### config.mk
export PLATFORM = sky130hd
export DESIGN_NAME = usbfs_in_top
export DESIGN_NICKNAME = d
export VERILOG_FILES = /design/src/usbfs_pkg.sv /design/src/usbfs_et_if.sv /design/src/usbfs_fifo.sv /design/src/usbfs_endp_tx.sv /design/src/usbfs_pkt_buf.sv /design/src/usbfs_crc16.sv /design/src/usbfs_tx_packer.sv /design/src/usbfs_in_top.sv
export VERILOG_INCLUDE_DIRS = /design/src
export SDC_FILE = /design/constraint.sdc
export NUM_CORES = 1
export LEC_CHECK = 0
export BUFFER_PORTS_ARGS = -buffer_cell sky130_fd_sc_hd__buf_2
export CAP_MARGIN = 20
export CELL_PAD_IN_SITES_DETAIL_PLACEMENT = 0
export CELL_PAD_IN_SITES_GLOBAL_PLACEMENT = 1
export CORE_MARGIN = 10
export CORE_UTILIZATION = 57
export DETAILED_ROUTE_END_ITERATION = 10
export MAX_ROUTING_LAYER = met4
export PLACE_DENSITY = 0.93
export SLEW_MARGIN = 40
export SYNTH_ARGS = -nofsm -noshare
export SYNTH_HDL_FRONTEND = slang
export SYNTH_HIERARCHICAL = 1
export SYNTH_SLANG_ARGS = --single-unit
### constraint.sdc
create_clock -name i_clk -period 5.8 [get_ports i_clk]
set_input_delay 0.87 -clock i_clk [delete_from_list [all_inputs] [get_ports i_clk]]
set_output_delay 0.87 -clock i_clk [all_outputs]
set_load 0.02 [all_outputs]
### src/usbfs_defs.svh
`ifndef USBFS_DEFS_SVH
`define USBFS_DEFS_SVH

// Largest data payload in one packet, a power of two.
`define USBFS_MAX_PKT 8

// Upload FIFO entries.
`define USBFS_FIFO_DEPTH 16

// 4-bit PID codes that the check nibble is formed from.
`define USBFS_PID_DATA0 4'h3
`define USBFS_PID_DATA1 4'hB
`define USBFS_PID_NAK   4'hA

`endif

### src/usbfs_pkg.sv
package usbfs_pkg;

  // PID byte on the wire. Check nibble is the complement of the code.
  typedef struct packed {
    logic [3:0] chk;
    logic [3:0] code;
  } usbfs_pid_s;

  typedef union packed {
    logic [7:0] raw;   // Byte as sent.
    usbfs_pid_s f;     // Field view.
  } usbfs_pid_u;

  // Transactor states.
  typedef enum logic [2:0] {
    ST_IDLE,
    ST_PID,
    ST_FILL,     // Waiting for the buffer fill to end.
    ST_DATA,
    ST_CRC_LO,
    ST_CRC_HI,
    ST_ACK       // Packet sent, awaiting host handshake.
  } usbfs_tx_state_e;

endpackage

### src/usbfs_et_if.sv
`timescale 1ns/1ps
`include "usbfs_defs.svh"

interface usbfs_et_if;
  localparam int IDX_W = $clog2(`USBFS_MAX_PKT);

  logic             et_valid;     // Endpoint has data waiting.
  logic             et_ready;     // Host ACK taken.
  logic             tx_accepted;  // Fresh data PID has moved.
  logic             wr_en;
  logic [IDX_W-1:0] wr_idx;
  logic [7:0]       wr_byte;
  logic             wr_done;      // Fill finished.

  modport endp (output et_valid, wr_en, wr_idx, wr_byte, wr_done,
                input  tx_accepted);

  modport txr (output et_ready, tx_accepted,
               input  et_valid, wr_done);

  // Packet buffer side.
  modport pbuf (input wr_en, wr_idx, wr_byte, wr_done, et_ready);

endinterface

### src/usbfs_fifo.sv
`timescale 1ns/1ps

module usbfs_fifo #(
  parameter int WIDTH = 8,
  parameter int DEPTH = 4
) (
  input  logic             i_clk,
  input  logic             i_rst_n,
  input  logic             i_push,
  input  logic [WIDTH-1:0] i_data,
  input  logic             i_pop,
  output logic [WIDTH-1:0] o_data,
  output logic             o_empty,
  output logic             o_full
);

  localparam int PTR_W = (DEPTH > 1) ? $clog2(DEPTH) : 1;
  localparam int CNT_W = $clog2(DEPTH + 1);

  logic [WIDTH-1:0] mem [DEPTH];
  logic [PTR_W-1:0] wr_ptr;
  logic [PTR_W-1:0] rd_ptr;
  logic [CNT_W-1:0] count;
  logic             do_push;
  logic             do_pop;

  assign do_push = i_push && !o_full;   // Push into a full FIFO is dropped.
  assign do_pop  = i_pop && !o_empty;

  always_ff @(posedge i_clk) begin
    if (do_push) mem[wr_ptr] <= i_data;
  end

  always_ff @(posedge i_clk) begin
    if (!i_rst_n) begin
      wr_ptr <= '0;
      rd_ptr <= '0;
      count  <= '0;
    end else begin
      if (do_push) wr_ptr <= (wr_ptr == PTR_W'(DEPTH - 1)) ? '0 : wr_ptr + 1'b1;
      if (do_pop) rd_ptr <= (rd_ptr == PTR_W'(DEPTH - 1)) ? '0 : rd_ptr + 1'b1;
      case ({do_push, do_pop})
        2'b10:   count <= count + 1'b1;
        2'b01:   count <= count - 1'b1;
        default: count <= count;
      endcase
    end
  end

  // Head entry.
  assign o_data  = mem[rd_ptr];
  assign o_empty = (count == '0);
  assign o_full  = (count == CNT_W'(DEPTH));

endmodule

### src/usbfs_endp_tx.sv
`timescale 1ns/1ps
`include "usbfs_defs.svh"

module usbfs_endp_tx (
  input  logic       i_clk,
  input  logic       i_rst_n,

  input  logic       i_fifo_empty,
  input  logic [7:0] i_fifo_byte,
  output logic       o_fifo_pop,

  usbfs_et_if.endp   et
);

  localparam int IDX_W = $clog2(`USBFS_MAX_PKT);

  logic             writing_q;  // Fill in progress.
  logic             last_q;     // Final buffer slot has been written.
  logic [IDX_W-1:0] idx_q;
  logic             fill_end;

  // Fill ends when the FIFO runs dry or the packet is full.
  assign fill_end = writing_q && (i_fifo_empty || last_q);

  assign et.wr_en    = writing_q && !i_fifo_empty && !last_q;
  assign et.wr_byte  = i_fifo_byte;   // Head byte leaves with the pop.
  assign et.wr_idx   = idx_q;
  assign et.wr_done  = fill_end;
  assign et.et_valid = !i_fifo_empty;

  assign o_fifo_pop = et.wr_en;

  always_ff @(posedge i_clk) begin
    if (!i_rst_n) begin
      writing_q <= 1'b0;
      last_q    <= 1'b0;
      idx_q     <= '0;
    end else begin
      if (et.tx_accepted)
        writing_q <= 1'b1;
      else if (fill_end)
        writing_q <= 1'b0;

      // Index restarts at the end of every packet.
      if (fill_end) begin
        idx_q  <= '0;
        last_q <= 1'b0;
      end else if (et.wr_en) begin
        idx_q <= idx_q + 1'b1;
        if (idx_q == IDX_W'(`USBFS_MAX_PKT - 1)) last_q <= 1'b1;
      end
    end
  end

endmodule

### src/usbfs_pkt_buf.sv
`timescale 1ns/1ps
`include "usbfs_defs.svh"

module usbfs_pkt_buf (
  input  logic                                i_clk,
  input  logic                                i_rst_n,

  usbfs_et_if.pbuf                            et,

  input  logic [$clog2(`USBFS_MAX_PKT)-1:0]   i_rd_idx,
  output logic [7:0]                          o_rd_byte,
  output logic [$clog2(`USBFS_MAX_PKT):0]     o_len
);

  localparam int IDX_W = $clog2(`USBFS_MAX_PKT);

  logic [7:0]   mem [`USBFS_MAX_PKT];
  logic [IDX_W:0] cnt_q;   // Writes seen in the current fill.
  logic [IDX_W:0] len_q;

  always_ff @(posedge i_clk) begin
    if (et.wr_en) mem[et.wr_idx] <= et.wr_byte;
  end

  always_ff @(posedge i_clk) begin
    if (!i_rst_n) begin
      cnt_q <= '0;
      len_q <= '0;
    end else if (et.wr_done) begin
      len_q <= cnt_q;   // Length for sending and any retry.
      cnt_q <= '0;
    end else begin
      if (et.wr_en) cnt_q <= cnt_q + 1'b1;
      // Acknowledged packet is released.
      if (et.et_ready) len_q <= '0;
    end
  end

  assign o_rd_byte = mem[i_rd_idx];
  assign o_len     = len_q;

endmodule

### src/usbfs_crc16.sv
`timescale 1ns/1ps

module usbfs_crc16 (
  input  logic        i_clk,
  input  logic        i_rst_n,
  input  logic        i_clear,
  input  logic        i_en,
  input  logic [7:0]  i_byte,
  output logic [15:0] o_crc
);

  logic [15:0] crc_q;

  // One byte through the reflected 0xA001 polynomial, LSB first.
  function automatic logic [15:0] crc_step(input logic [15:0] crc, input logic [7:0] b);
    logic [15:0] c;
    c = crc;
    for (int i = 0; i < 8; i++) begin
      if (c[0] ^ b[i])
        c = (c >> 1) ^ 16'hA001;
      else
        c = c >> 1;
    end
    return c;
  endfunction

  always_ff @(posedge i_clk) begin
    if (!i_rst_n || i_clear)
      crc_q <= 16'hFFFF;   // Preset.
    else if (i_en)
      crc_q <= crc_step(crc_q, i_byte);
  end

  assign o_crc = ~crc_q;   // Sent low byte first.

endmodule

### src/usbfs_tx_packer.sv
`timescale 1ns/1ps
`include "usbfs_defs.svh"

module usbfs_tx_packer (
  input  logic                                i_clk,
  input  logic                                i_rst_n,

  input  logic                                i_in_token,
  input  logic                                i_ack,

  usbfs_et_if.txr                             et,

  output logic [$clog2(`USBFS_MAX_PKT)-1:0]   o_rd_idx,
  input  logic [7:0]                          i_rd_byte,
  input  logic [$clog2(`USBFS_MAX_PKT):0]     i_len,

  output logic                                o_crc_clear,
  output logic                                o_crc_en,
  input  logic [15:0]                         i_crc,

  output logic                                o_tx_valid,
  output logic [7:0]                          o_tx_byte,
  output logic                                o_tx_last,
  input  logic                                i_tx_ready
);

  import usbfs_pkg::*;

  localparam int IDX_W = $clog2(`USBFS_MAX_PKT);

  usbfs_tx_state_e  state_q;
  logic             toggle_q;   // Low for DATA0.
  logic             pending_q;  // Sent packet not yet acknowledged.
  logic             nak_q;
  logic             fresh_q;    // Current packet needs a fill.
  logic [IDX_W-1:0] rd_idx_q;
  logic             xfer;
  logic             ack_take;
  logic             start;
  logic             last_data;
  usbfs_pid_u       pid;

  assign xfer      = o_tx_valid && i_tx_ready;
  assign ack_take  = i_ack && (state_q == ST_ACK);
  assign start     = i_in_token && !ack_take && (state_q == ST_IDLE || state_q == ST_ACK);
  assign last_data = (({1'b0, rd_idx_q} + 1'b1) == i_len);

  always_comb begin
    if (nak_q)
      pid.f.code = `USBFS_PID_NAK;
    else
      pid.f.code = toggle_q ? `USBFS_PID_DATA1 : `USBFS_PID_DATA0;
    pid.f.chk = ~pid.f.code;
  end

  // Outputs decode from registered state, so they hold until taken.
  always_comb begin
    o_tx_valid = 1'b0;
    o_tx_byte  = pid.raw;
    o_tx_last  = 1'b0;
    case (state_q)
      ST_PID: begin
        o_tx_valid = 1'b1;
        o_tx_last  = nak_q;   // NAK is a lone byte.
      end
      ST_DATA: begin
        o_tx_valid = 1'b1;
        o_tx_byte  = i_rd_byte;
      end
      ST_CRC_LO: begin
        o_tx_valid = 1'b1;
        o_tx_byte  = i_crc[7:0];
      end
      ST_CRC_HI: begin
        o_tx_valid = 1'b1;
        o_tx_byte  = i_crc[15:8];
        o_tx_last  = 1'b1;
      end
      default: o_tx_valid = 1'b0;
    endcase
  end

  assign o_rd_idx       = rd_idx_q;
  assign o_crc_clear    = start;
  assign o_crc_en       = (state_q == ST_DATA) && xfer;
  assign et.tx_accepted = (state_q == ST_PID) && fresh_q && xfer;
  assign et.et_ready    = ack_take;

  always_ff @(posedge i_clk) begin
    if (!i_rst_n) begin
      state_q   <= ST_IDLE;
      toggle_q  <= 1'b0;
      pending_q <= 1'b0;
      nak_q     <= 1'b0;
      fresh_q   <= 1'b0;
      rd_idx_q  <= '0;
    end else begin
      if (ack_take) begin
        toggle_q  <= !toggle_q;
        pending_q <= 1'b0;
        state_q   <= ST_IDLE;
      end else if (start) begin
        // Retry first, then new data, else NAK.
        state_q  <= ST_PID;
        rd_idx_q <= '0;
        nak_q    <= !pending_q && !et.et_valid;
        fresh_q  <= !pending_q && et.et_valid;
      end else begin
        case (state_q)
          ST_PID: if (xfer) state_q <= nak_q ? ST_IDLE : (fresh_q ? ST_FILL : ST_DATA);
          ST_FILL: if (et.wr_done) state_q <= ST_DATA;
          ST_DATA: begin
            if (xfer) begin
              if (last_data) state_q <= ST_CRC_LO;
              else rd_idx_q <= rd_idx_q + 1'b1;
            end
          end
          ST_CRC_LO: if (xfer) state_q <= ST_CRC_HI;
          ST_CRC_HI: begin
            if (xfer) begin
              state_q   <= ST_ACK;
              pending_q <= 1'b1;
            end
          end
          default: state_q <= state_q;
        endcase
      end
    end
  end

endmodule

### src/usbfs_in_top.sv
`timescale 1ns/1ps
`include "usbfs_defs.svh"

module usbfs_in_top (
  input  logic       i_clk,
  input  logic       i_rst_n,

  input  logic       i_valid,
  input  logic [7:0] i_data,
  output logic       o_ready,

  input  logic       i_in_token,
  input  logic       i_ack,

  output logic       o_tx_valid,
  output logic [7:0] o_tx_byte,
  output logic       o_tx_last,
  input  logic       i_tx_ready
);

  localparam int IDX_W = $clog2(`USBFS_MAX_PKT);

  logic             fifo_empty;
  logic             fifo_full;
  logic             fifo_pop;
  logic [7:0]       fifo_byte;
  logic [IDX_W-1:0] rd_idx;
  logic [7:0]       rd_byte;
  logic [IDX_W:0]   len;
  logic             crc_clear;
  logic             crc_en;
  logic [15:0]      crc;

  usbfs_et_if et_if ();

  usbfs_fifo #(
    .WIDTH (8),
    .DEPTH (`USBFS_FIFO_DEPTH)
  ) u_fifo (
    .i_clk   (i_clk),
    .i_rst_n (i_rst_n),
    .i_push  (i_valid && o_ready),
    .i_data  (i_data),
    .i_pop   (fifo_pop),
    .o_data  (fifo_byte),
    .o_empty (fifo_empty),
    .o_full  (fifo_full)
  );

  assign o_ready = !fifo_full;

  usbfs_endp_tx u_endp_tx (
    .i_clk        (i_clk),
    .i_rst_n      (i_rst_n),
    .i_fifo_empty (fifo_empty),
    .i_fifo_byte  (fifo_byte),
    .o_fifo_pop   (fifo_pop),
    .et           (et_if)
  );

  usbfs_pkt_buf u_pkt_buf (
    .i_clk     (i_clk),
    .i_rst_n   (i_rst_n),
    .et        (et_if),
    .i_rd_idx  (rd_idx),
    .o_rd_byte (rd_byte),
    .o_len     (len)
  );

  // Fed with each data byte as it moves to the PHY.
  usbfs_crc16 u_crc16 (
    .i_clk   (i_clk),
    .i_rst_n (i_rst_n),
    .i_clear (crc_clear),
    .i_en    (crc_en),
    .i_byte  (rd_byte),
    .o_crc   (crc)
  );

  usbfs_tx_packer u_tx_packer (
    .i_clk       (i_clk),
    .i_rst_n     (i_rst_n),
    .i_in_token  (i_in_token),
    .i_ack       (i_ack),
    .et          (et_if),
    .o_rd_idx    (rd_idx),
    .i_rd_byte   (rd_byte),
    .i_len       (len),
    .o_crc_clear (crc_clear),
    .o_crc_en    (crc_en),
    .i_crc       (crc),
    .o_tx_valid  (o_tx_valid),
    .o_tx_byte   (o_tx_byte),
    .o_tx_last   (o_tx_last),
    .i_tx_ready  (i_tx_ready)
  );

endmodule

==> results.yml, run 1 <==
synthesis:
  syn_nets: 718
  synth-edff-count: 192
  seq_area_frac_synth_pct: 63.7
  async_flop_share_pct: 0
  yosys-top-cells-area: "edfxtp_1, dfxtp_1, mux4_2"
  synth_cells: 692
  yosys.area.top_type: "edfxtp_1"
  netlist.area_leader.share_pct: 53.4
  ys_ff_latch: 248
  synth_area_um2: 10800
  synth.distinct_cells: 71
  yosys_warnings: 6
  synth.avg_cell_area_um2: 15.6
  yosys_most_used_dff: "edfxtp_1"
sta:
  rsz0062_at_grt: "false"
  post-route-min-period_ps: 3690
  worst_slew_pin_slew_ps: 902
  fmax_mhz: 271
  skew_ps: 19.2
  final-setup-viol-count: 0
  fin_crit_sh_pct: 63.6
  drv_slew: 0
  fin_setup_tns_ps: 0
  hold_violations: 0
  relSlewSlack_pct: 39.6
  holdWs_ps: 479
worst_setup_path:
  startpoint_type: "register"
  timing.rr.start: "u_fifo/count[1]"
  crit_type: "register to primary output"
  path_max_fanout: 22
  setup.worst_path.end_class: "primary output"
  required_ps: 4930
  reg2reg_to: "u_fifo/count[2]"
  cp.arrival_ps: 2820
  r2r_cells: 12
  r2r_slack_ps: 2430
status:
  status: "complete, no violations"
power_and_ir_drop:
  seq_power_share_pct: 53.6
  p_comb_share_pct: 3.9
  leakage_nw: 4.03
  internal_power_w: 0.00290
  p_per_area_nw_per_um2: 308
  vdd_drop_max_v: 0.000312
  swShare_pct: 20.1
  total_power_w: 0.00363
  pwr-share-clk_pct: 42.5
  power_switching_w: 0.000729
min_path:
  hold_path_end: "u_crc16/crc_q[2]"
  hold_start: "u_crc16/crc_q[10]"
  hold_class: "register to register"
  holdPathStages: 2
detailed_routing:
  wl_per_cell_um: 20.8
  vias: 5772
  ant_nets: 0
  dr.pass1.iters: 5
  drc: 0
  drt_wl_total_um: 19900
  vias_per_cell: 6.02
  drtIter0Drc: 320
final_layout:
  final_area_um2: 11800
  multiInputGateArea_um2: 3540
  area_delta_synth_final_pct: 9.22
  nNetsFinal: 733
  drive_above_1_share_pct: 19.0
  seq_area_um2: 6890
  diodes: 0
  nFillCells: 1279
global_routing:
  grt_pass1_vias: 5846
  overflow: 0
  grt_pass1_wl_um: 32100
  grt.total_usage_pct: 16.9
  grt_max_degree: 34
  grt_antenna_before_repair: 0
floorplan:
  rows: 50
  core-area_um2: 18700
  ioPinCount: 25
  die_y_um: 158
  fp.dieArea_um2: 24900
  die_w_um: 158
  start_util_pct: 57.8
clocking:
  clock_path_buffers: 3
  cts_root_buffer: "clkbuf_16"
  clk_latency_ps: 520
  htree_levels: 1
  cts_tree: "yes"
  cts_resized: 0
  path_clk_slew_ps: 60
  cts_hold_buf: 0
  cts_setup_buffers: 0
  cts.sinks: 248
  cts_buffers: 25
placement:
  routabilityCongestion: 0.857
  dpl_cell_area_um2: 11000
  portBuffers: 24
  place_hpwl_um: 13000
job:
  maxCapViolations: 0
==> cells in the mapped netlist (all sizes together) (2+ instances only) <==
cell type / instances
dfxtp: 56
a21oi: 23
xor2: 13
ha: 12
nor2b: 16
mux2i: 7
nand3b: 3
nor3: 8
o31a: 2
mux4: 56
and2: 13
o31ai: 2
a221oi: 3
nor4b: 6
o22ai: 6
inv: 25
and2b: 4
a311o: 2
o21ai: 20
nand2: 38
nand3: 5
nand2b: 8
xnor2: 18
a21boi: 3
a21o: 3
and3: 5
nor3b: 7
clkinv: 2
or3: 4
mux2: 8
o21a: 7
nor2: 32
o221ai: 2
a31oi: 2
and4bb: 2
clkbuf: 14
o211ai: 15
and3b: 2
buf: 29
a22oi: 2
edfxtp: 192
==> cells by family (layout without fill, tap and decap cells) <==
| family | Yosys count | count (layout) | synth area share (%) |
|---|---|---|---|
| AND/OR/NAND/NOR | 159 | 159 | 8.14 |
| buffers and inverters | 70 | 103 | 3.71 |
| multiplexers | 71 | 71 | 13.7 |
| XOR/XNOR | 32 | 32 | 2.95 |
| flip-flops | 248 | 248 | 63.7 |
| AO/OA/AOI/OAI | 100 | 100 | 6.40 |
| adder cells (fa/ha/maj) | 12 | 12 | 1.39 |
==> routing by layer <==
layer / track usage, % / vias up / part of all wire [%]
met3: 2.85 / 26 / 3.9
met2: 29.1 / 116 / 53
met5: - / - / 0
met4: 4.01 / 0 / 1.8
met1: 20.4 / 2929 / 41
li1: - / 2701 / -
==> per-stage QoR <==
stage | instances | util [%] | setup slack (ps)
3_5_place_dp | 914 | 58.8 | 2430
2_1_floorplan | 692 | - | 2590
3_3_place_gp | 914 | 58.7 | 2400
4_1_cts | 959 | 63.0 | 2140
6_report | 959 | 63.1 | 2110
5_1_grt | 959 | 63.1 | 1970
==> power groups by stage <==
stage                     combinational, W  sequential (W)  clock, W
final                             0.000140         0.00195   0.00155
after global routing              0.000155         0.00195   0.00166
after CTS                         0.000141         0.00195   0.00158
after detailed placement          0.000140         0.00198         0
after global placement            0.000133         0.00198         0
after floorplan                   0.000109         0.00197         0
==> worst max path at each step <==
stage               cells past startpoint  slack (ps)         endpoint                    start
floorplan                              16        2590  u_fifo/count[2]          u_fifo/count[1]
global placement                        5        2400     o_tx_byte[3]  u_tx_packer/o_rd_idx[0]
detailed placement                     12        2430  u_fifo/count[2]          u_fifo/count[1]
CTS                                     5        2140     o_tx_byte[3]  u_tx_packer/o_rd_idx[0]
global route                            5        1970     o_tx_byte[3]  u_tx_packer/o_rd_idx[0]
finish                                  5        2110     o_tx_byte[3]  u_tx_packer/o_rd_idx[0]
==> final cells by class <==
cell class	count	area share (%)
Clock buffer	29	5.43
Multi-Input combinational cell	374	30.0
Clock inverter	16	1.33
Sequential cell	248	58.4
Timing Repair Buffer	31	1.46
Inverter	27	0.859
Tap cell	234	2.48
==> critical path, cell delays in order (launching register included) <==
cell and delay [ps]:
dfxtp_2 680, mux4_1 610, mux2_2 300, a221oi_1 380, o22ai_1 150, buf_2 180
==> cells in the final DEF (no fill, tap or decap), drive strengths merged, types with 12 or more instances in the layout <==
master    n
nor2b    16
inv      26
o211ai   15
nand2    38
clkbuf   29
clkinv   14
dfxtp    56
buf      31
mux4     56
ha       12
xor2     13
xnor2    18
and2     13
a21oi    23
edfxtp  192
nor2     32
o21ai    20
==> flip-flops by register name, summed over array words and instances, names as in the netlist, named ones only <==
name                   flops
u_fifo/mem               128
u_pkt_buf/mem             64
u_crc16/crc_q             16
u_fifo/count               5
u_fifo/rd_ptr              4
u_fifo/wr_ptr              4
u_pkt_buf/cnt_q            4
u_pkt_buf/o_len            4
u_endp_tx/et.wr_idx        3
u_tx_packer/o_rd_idx       3
u_tx_packer/state_q        3
u_endp_tx/last_q           1
u_endp_tx/writing_q        1
u_tx_packer/fresh_q        1
u_tx_packer/nak_q          1
u_tx_packer/pending_q      1
u_tx_packer/toggle_q       1
Note: power is estimated with default switching activity, not from simulation.
==> run 2: changes to the inputs <==
CORE_UTILIZATION = 48   (was 57)
PLACE_DENSITY = 0.84   (was 0.93)
clock period = 3 ns   (was 5.8 ns; I/O delays follow)
==> run 2 against run 1 <==
Effect of this change:
- via count up 1.2%
- register-to-register slack worse by 2200 ps
- wire length up 2.7%
- first-iteration DRC count up 77%
- combinational power up 110%
- power up 100%
- largest cell class unchanged
==> results.yml, run 2 (synthesized netlist as in run 1, its figures left out) <==
sta:
  final-setup-viol-count: 0
  drv_slew: 0
  holdWs_ps: 281
  fin_crit_sh_pct: 98.3
  setup_ws_ps: 51.2
  rsz0062_at_grt: "true"
  fmax_mhz: 339
  post-route-min-period_ps: 2950
  worst_slew_pin_slew_ps: 781
  relSlewSlack_pct: 47.6
  skew_ps: 20.7
  hold_violations: 0
detailed_routing:
  ant_nets: 0
  dr.pass1.iters: 4
  top_layer: "met4"
  met2WireLength_um: 10700
  wl_met3_um: 725
  wl_met1_um: 8630
  drc: 0
  vias: 5844
  drt_wl_total_um: 20400
  vias_per_cell: 5.68
  drtIter0Drc: 565
  wl_per_cell_um: 19.9
final_layout:
  final_area_um2: 12300
  largest-register: "u_fifo/mem"
  nNetsFinal: 754
  largest_reg_flops: 128
  final_common_cell: "edfxtp_1"
  layout_common_cells: "edfxtp_1, dfxtp_1, mux4_2"
  area_delta_synth_final_pct: 13.4
  drive_above_1_share_pct: 22.9
  reg.largest.list: "u_fifo/mem (128), u_pkt_buf/mem (64), u_crc16/crc_q (16)"
  diodes: 0
floorplan:
  core-area_um2: 22000
  ioPinCount: 25
  start_util_pct: 49.2
  rows: 54
  fp.dieArea_um2: 28900
  die_w_um: 170
  die_y_um: 170
worst_setup_path:
  cp.arrival_ps: 2500
  cp_num_buf_inv: 2
  worstPathCellList: "buf_12 > mux4_1 > mux2_4 > o221ai_1 > o21ai_0 > o21a_1 > buf_2"
  reg2reg_to: "u_fifo/count[2]"
  setup.worst_path.end_class: "primary output"
  path_delay_family: "multiplexers"
  r2r_cells: 11
  r2r_slack_ps: 190
  path_max_fanout: 7
  crit_type: "register to primary output"
  startpoint_type: "register"
  required_ps: 2550
  slowest_stage: "mux4_1"
  slowest_delay_ps: 550
  timing.rr.start: "u_fifo/count[1]"
global_routing:
  grt.total_usage_pct: 14.6
  grt_antenna_before_repair: 0
  overflow: 0
  grt_pass1_vias: 5944
  grt_pass1_wl_um: 32600
  grt_max_degree: 33
min_path:
  holdPathStages: 1
  hold_start: "i_data[1]"
  hold_class: "input pin to register"
  hold_path_end: "u_fifo/mem[5][1]"
clocking:
  clock_path_buffers: 3
  cts_root_buffer: "clkbuf_16"
  htree_levels: 1
  cts_buffers: 26
  cts.sinks: 248
  path_clk_slew_ps: 60
  clk_latency_ps: 540
  cts_tree: "yes"
power_and_ir_drop:
  vdd_drop_max_v: 0.000496
  total_power_w: 0.00744
  leakage_nw: 4.24
  p_per_area_nw_per_um2: 607
status:
  status: "complete, no violations"
placement:
  dpl_cell_area_um2: 11200
  routabilityCongestion: 0.890
  place_ws_ps: 81.4
  portBuffers: 24
  place_hpwl_um: 13400
job:
  maxCapViolations: 0
==> run 2: worst max path at each step <==
stage / from / end / slack, ps / cells after the start
finish: u_tx_packer/o_rd_idx[0] / o_tx_byte[7] / 50 / 7
global route: u_tx_packer/state_q[0] / o_tx_byte[5] / -2 / 6
CTS: u_tx_packer/o_rd_idx[0] / o_tx_byte[7] / 20 / 7
detailed placement: u_fifo/count[1] / u_fifo/count[2] / 80 / 11
global placement: u_fifo/count[1] / u_fifo/count[2] / 220 / 11
floorplan: u_fifo/count[1] / u_fifo/count[2] / 20 / 16
==> run 2: metal layers <==
metal	vias up	track usage (%)
li1	2728	-
met3	31	2.29
met4	0	3.97
met2	124	25.2
met5	-	-
met1	2961	17.5
==> run 2: cell type report <==
type | instances | area, um^2
fill | 1664 | 9700
sequential | 248 | 6890
multi-input combinational | 374 | 3590
clock buffer | 40 | 828
timing repair buffer | 51 | 378
tap | 280 | 350
clock inverter | 8 | 116
inverter | 27 | 101
==> run 2: what timing repair did <==
item                       4_1_cts  5_1_grt
buffers inserted                 1        0
resized for setup                4       11
pin swaps                        0        2
cloned                           0        1
hold buffers                     0        0
setup endpoints to repair        4        6
==> run 2: through the flow <==
step                utilization [%]  TNS, ps  std cells
finish                         55.8        0       1028
CTS                            55.5        0       1027
global placement               51.0        0        978
detailed placement             51.0        0        978
floorplan                         -        0        692
global route                   55.8    -2.12       1028
==> run 2: power by group <==
group	internal, W	switching, W
Combinational	0.000109	0.000181
Clock	0.00208	0.00131
Sequential	0.00373	0.0000314
Total	0.00592	0.00152
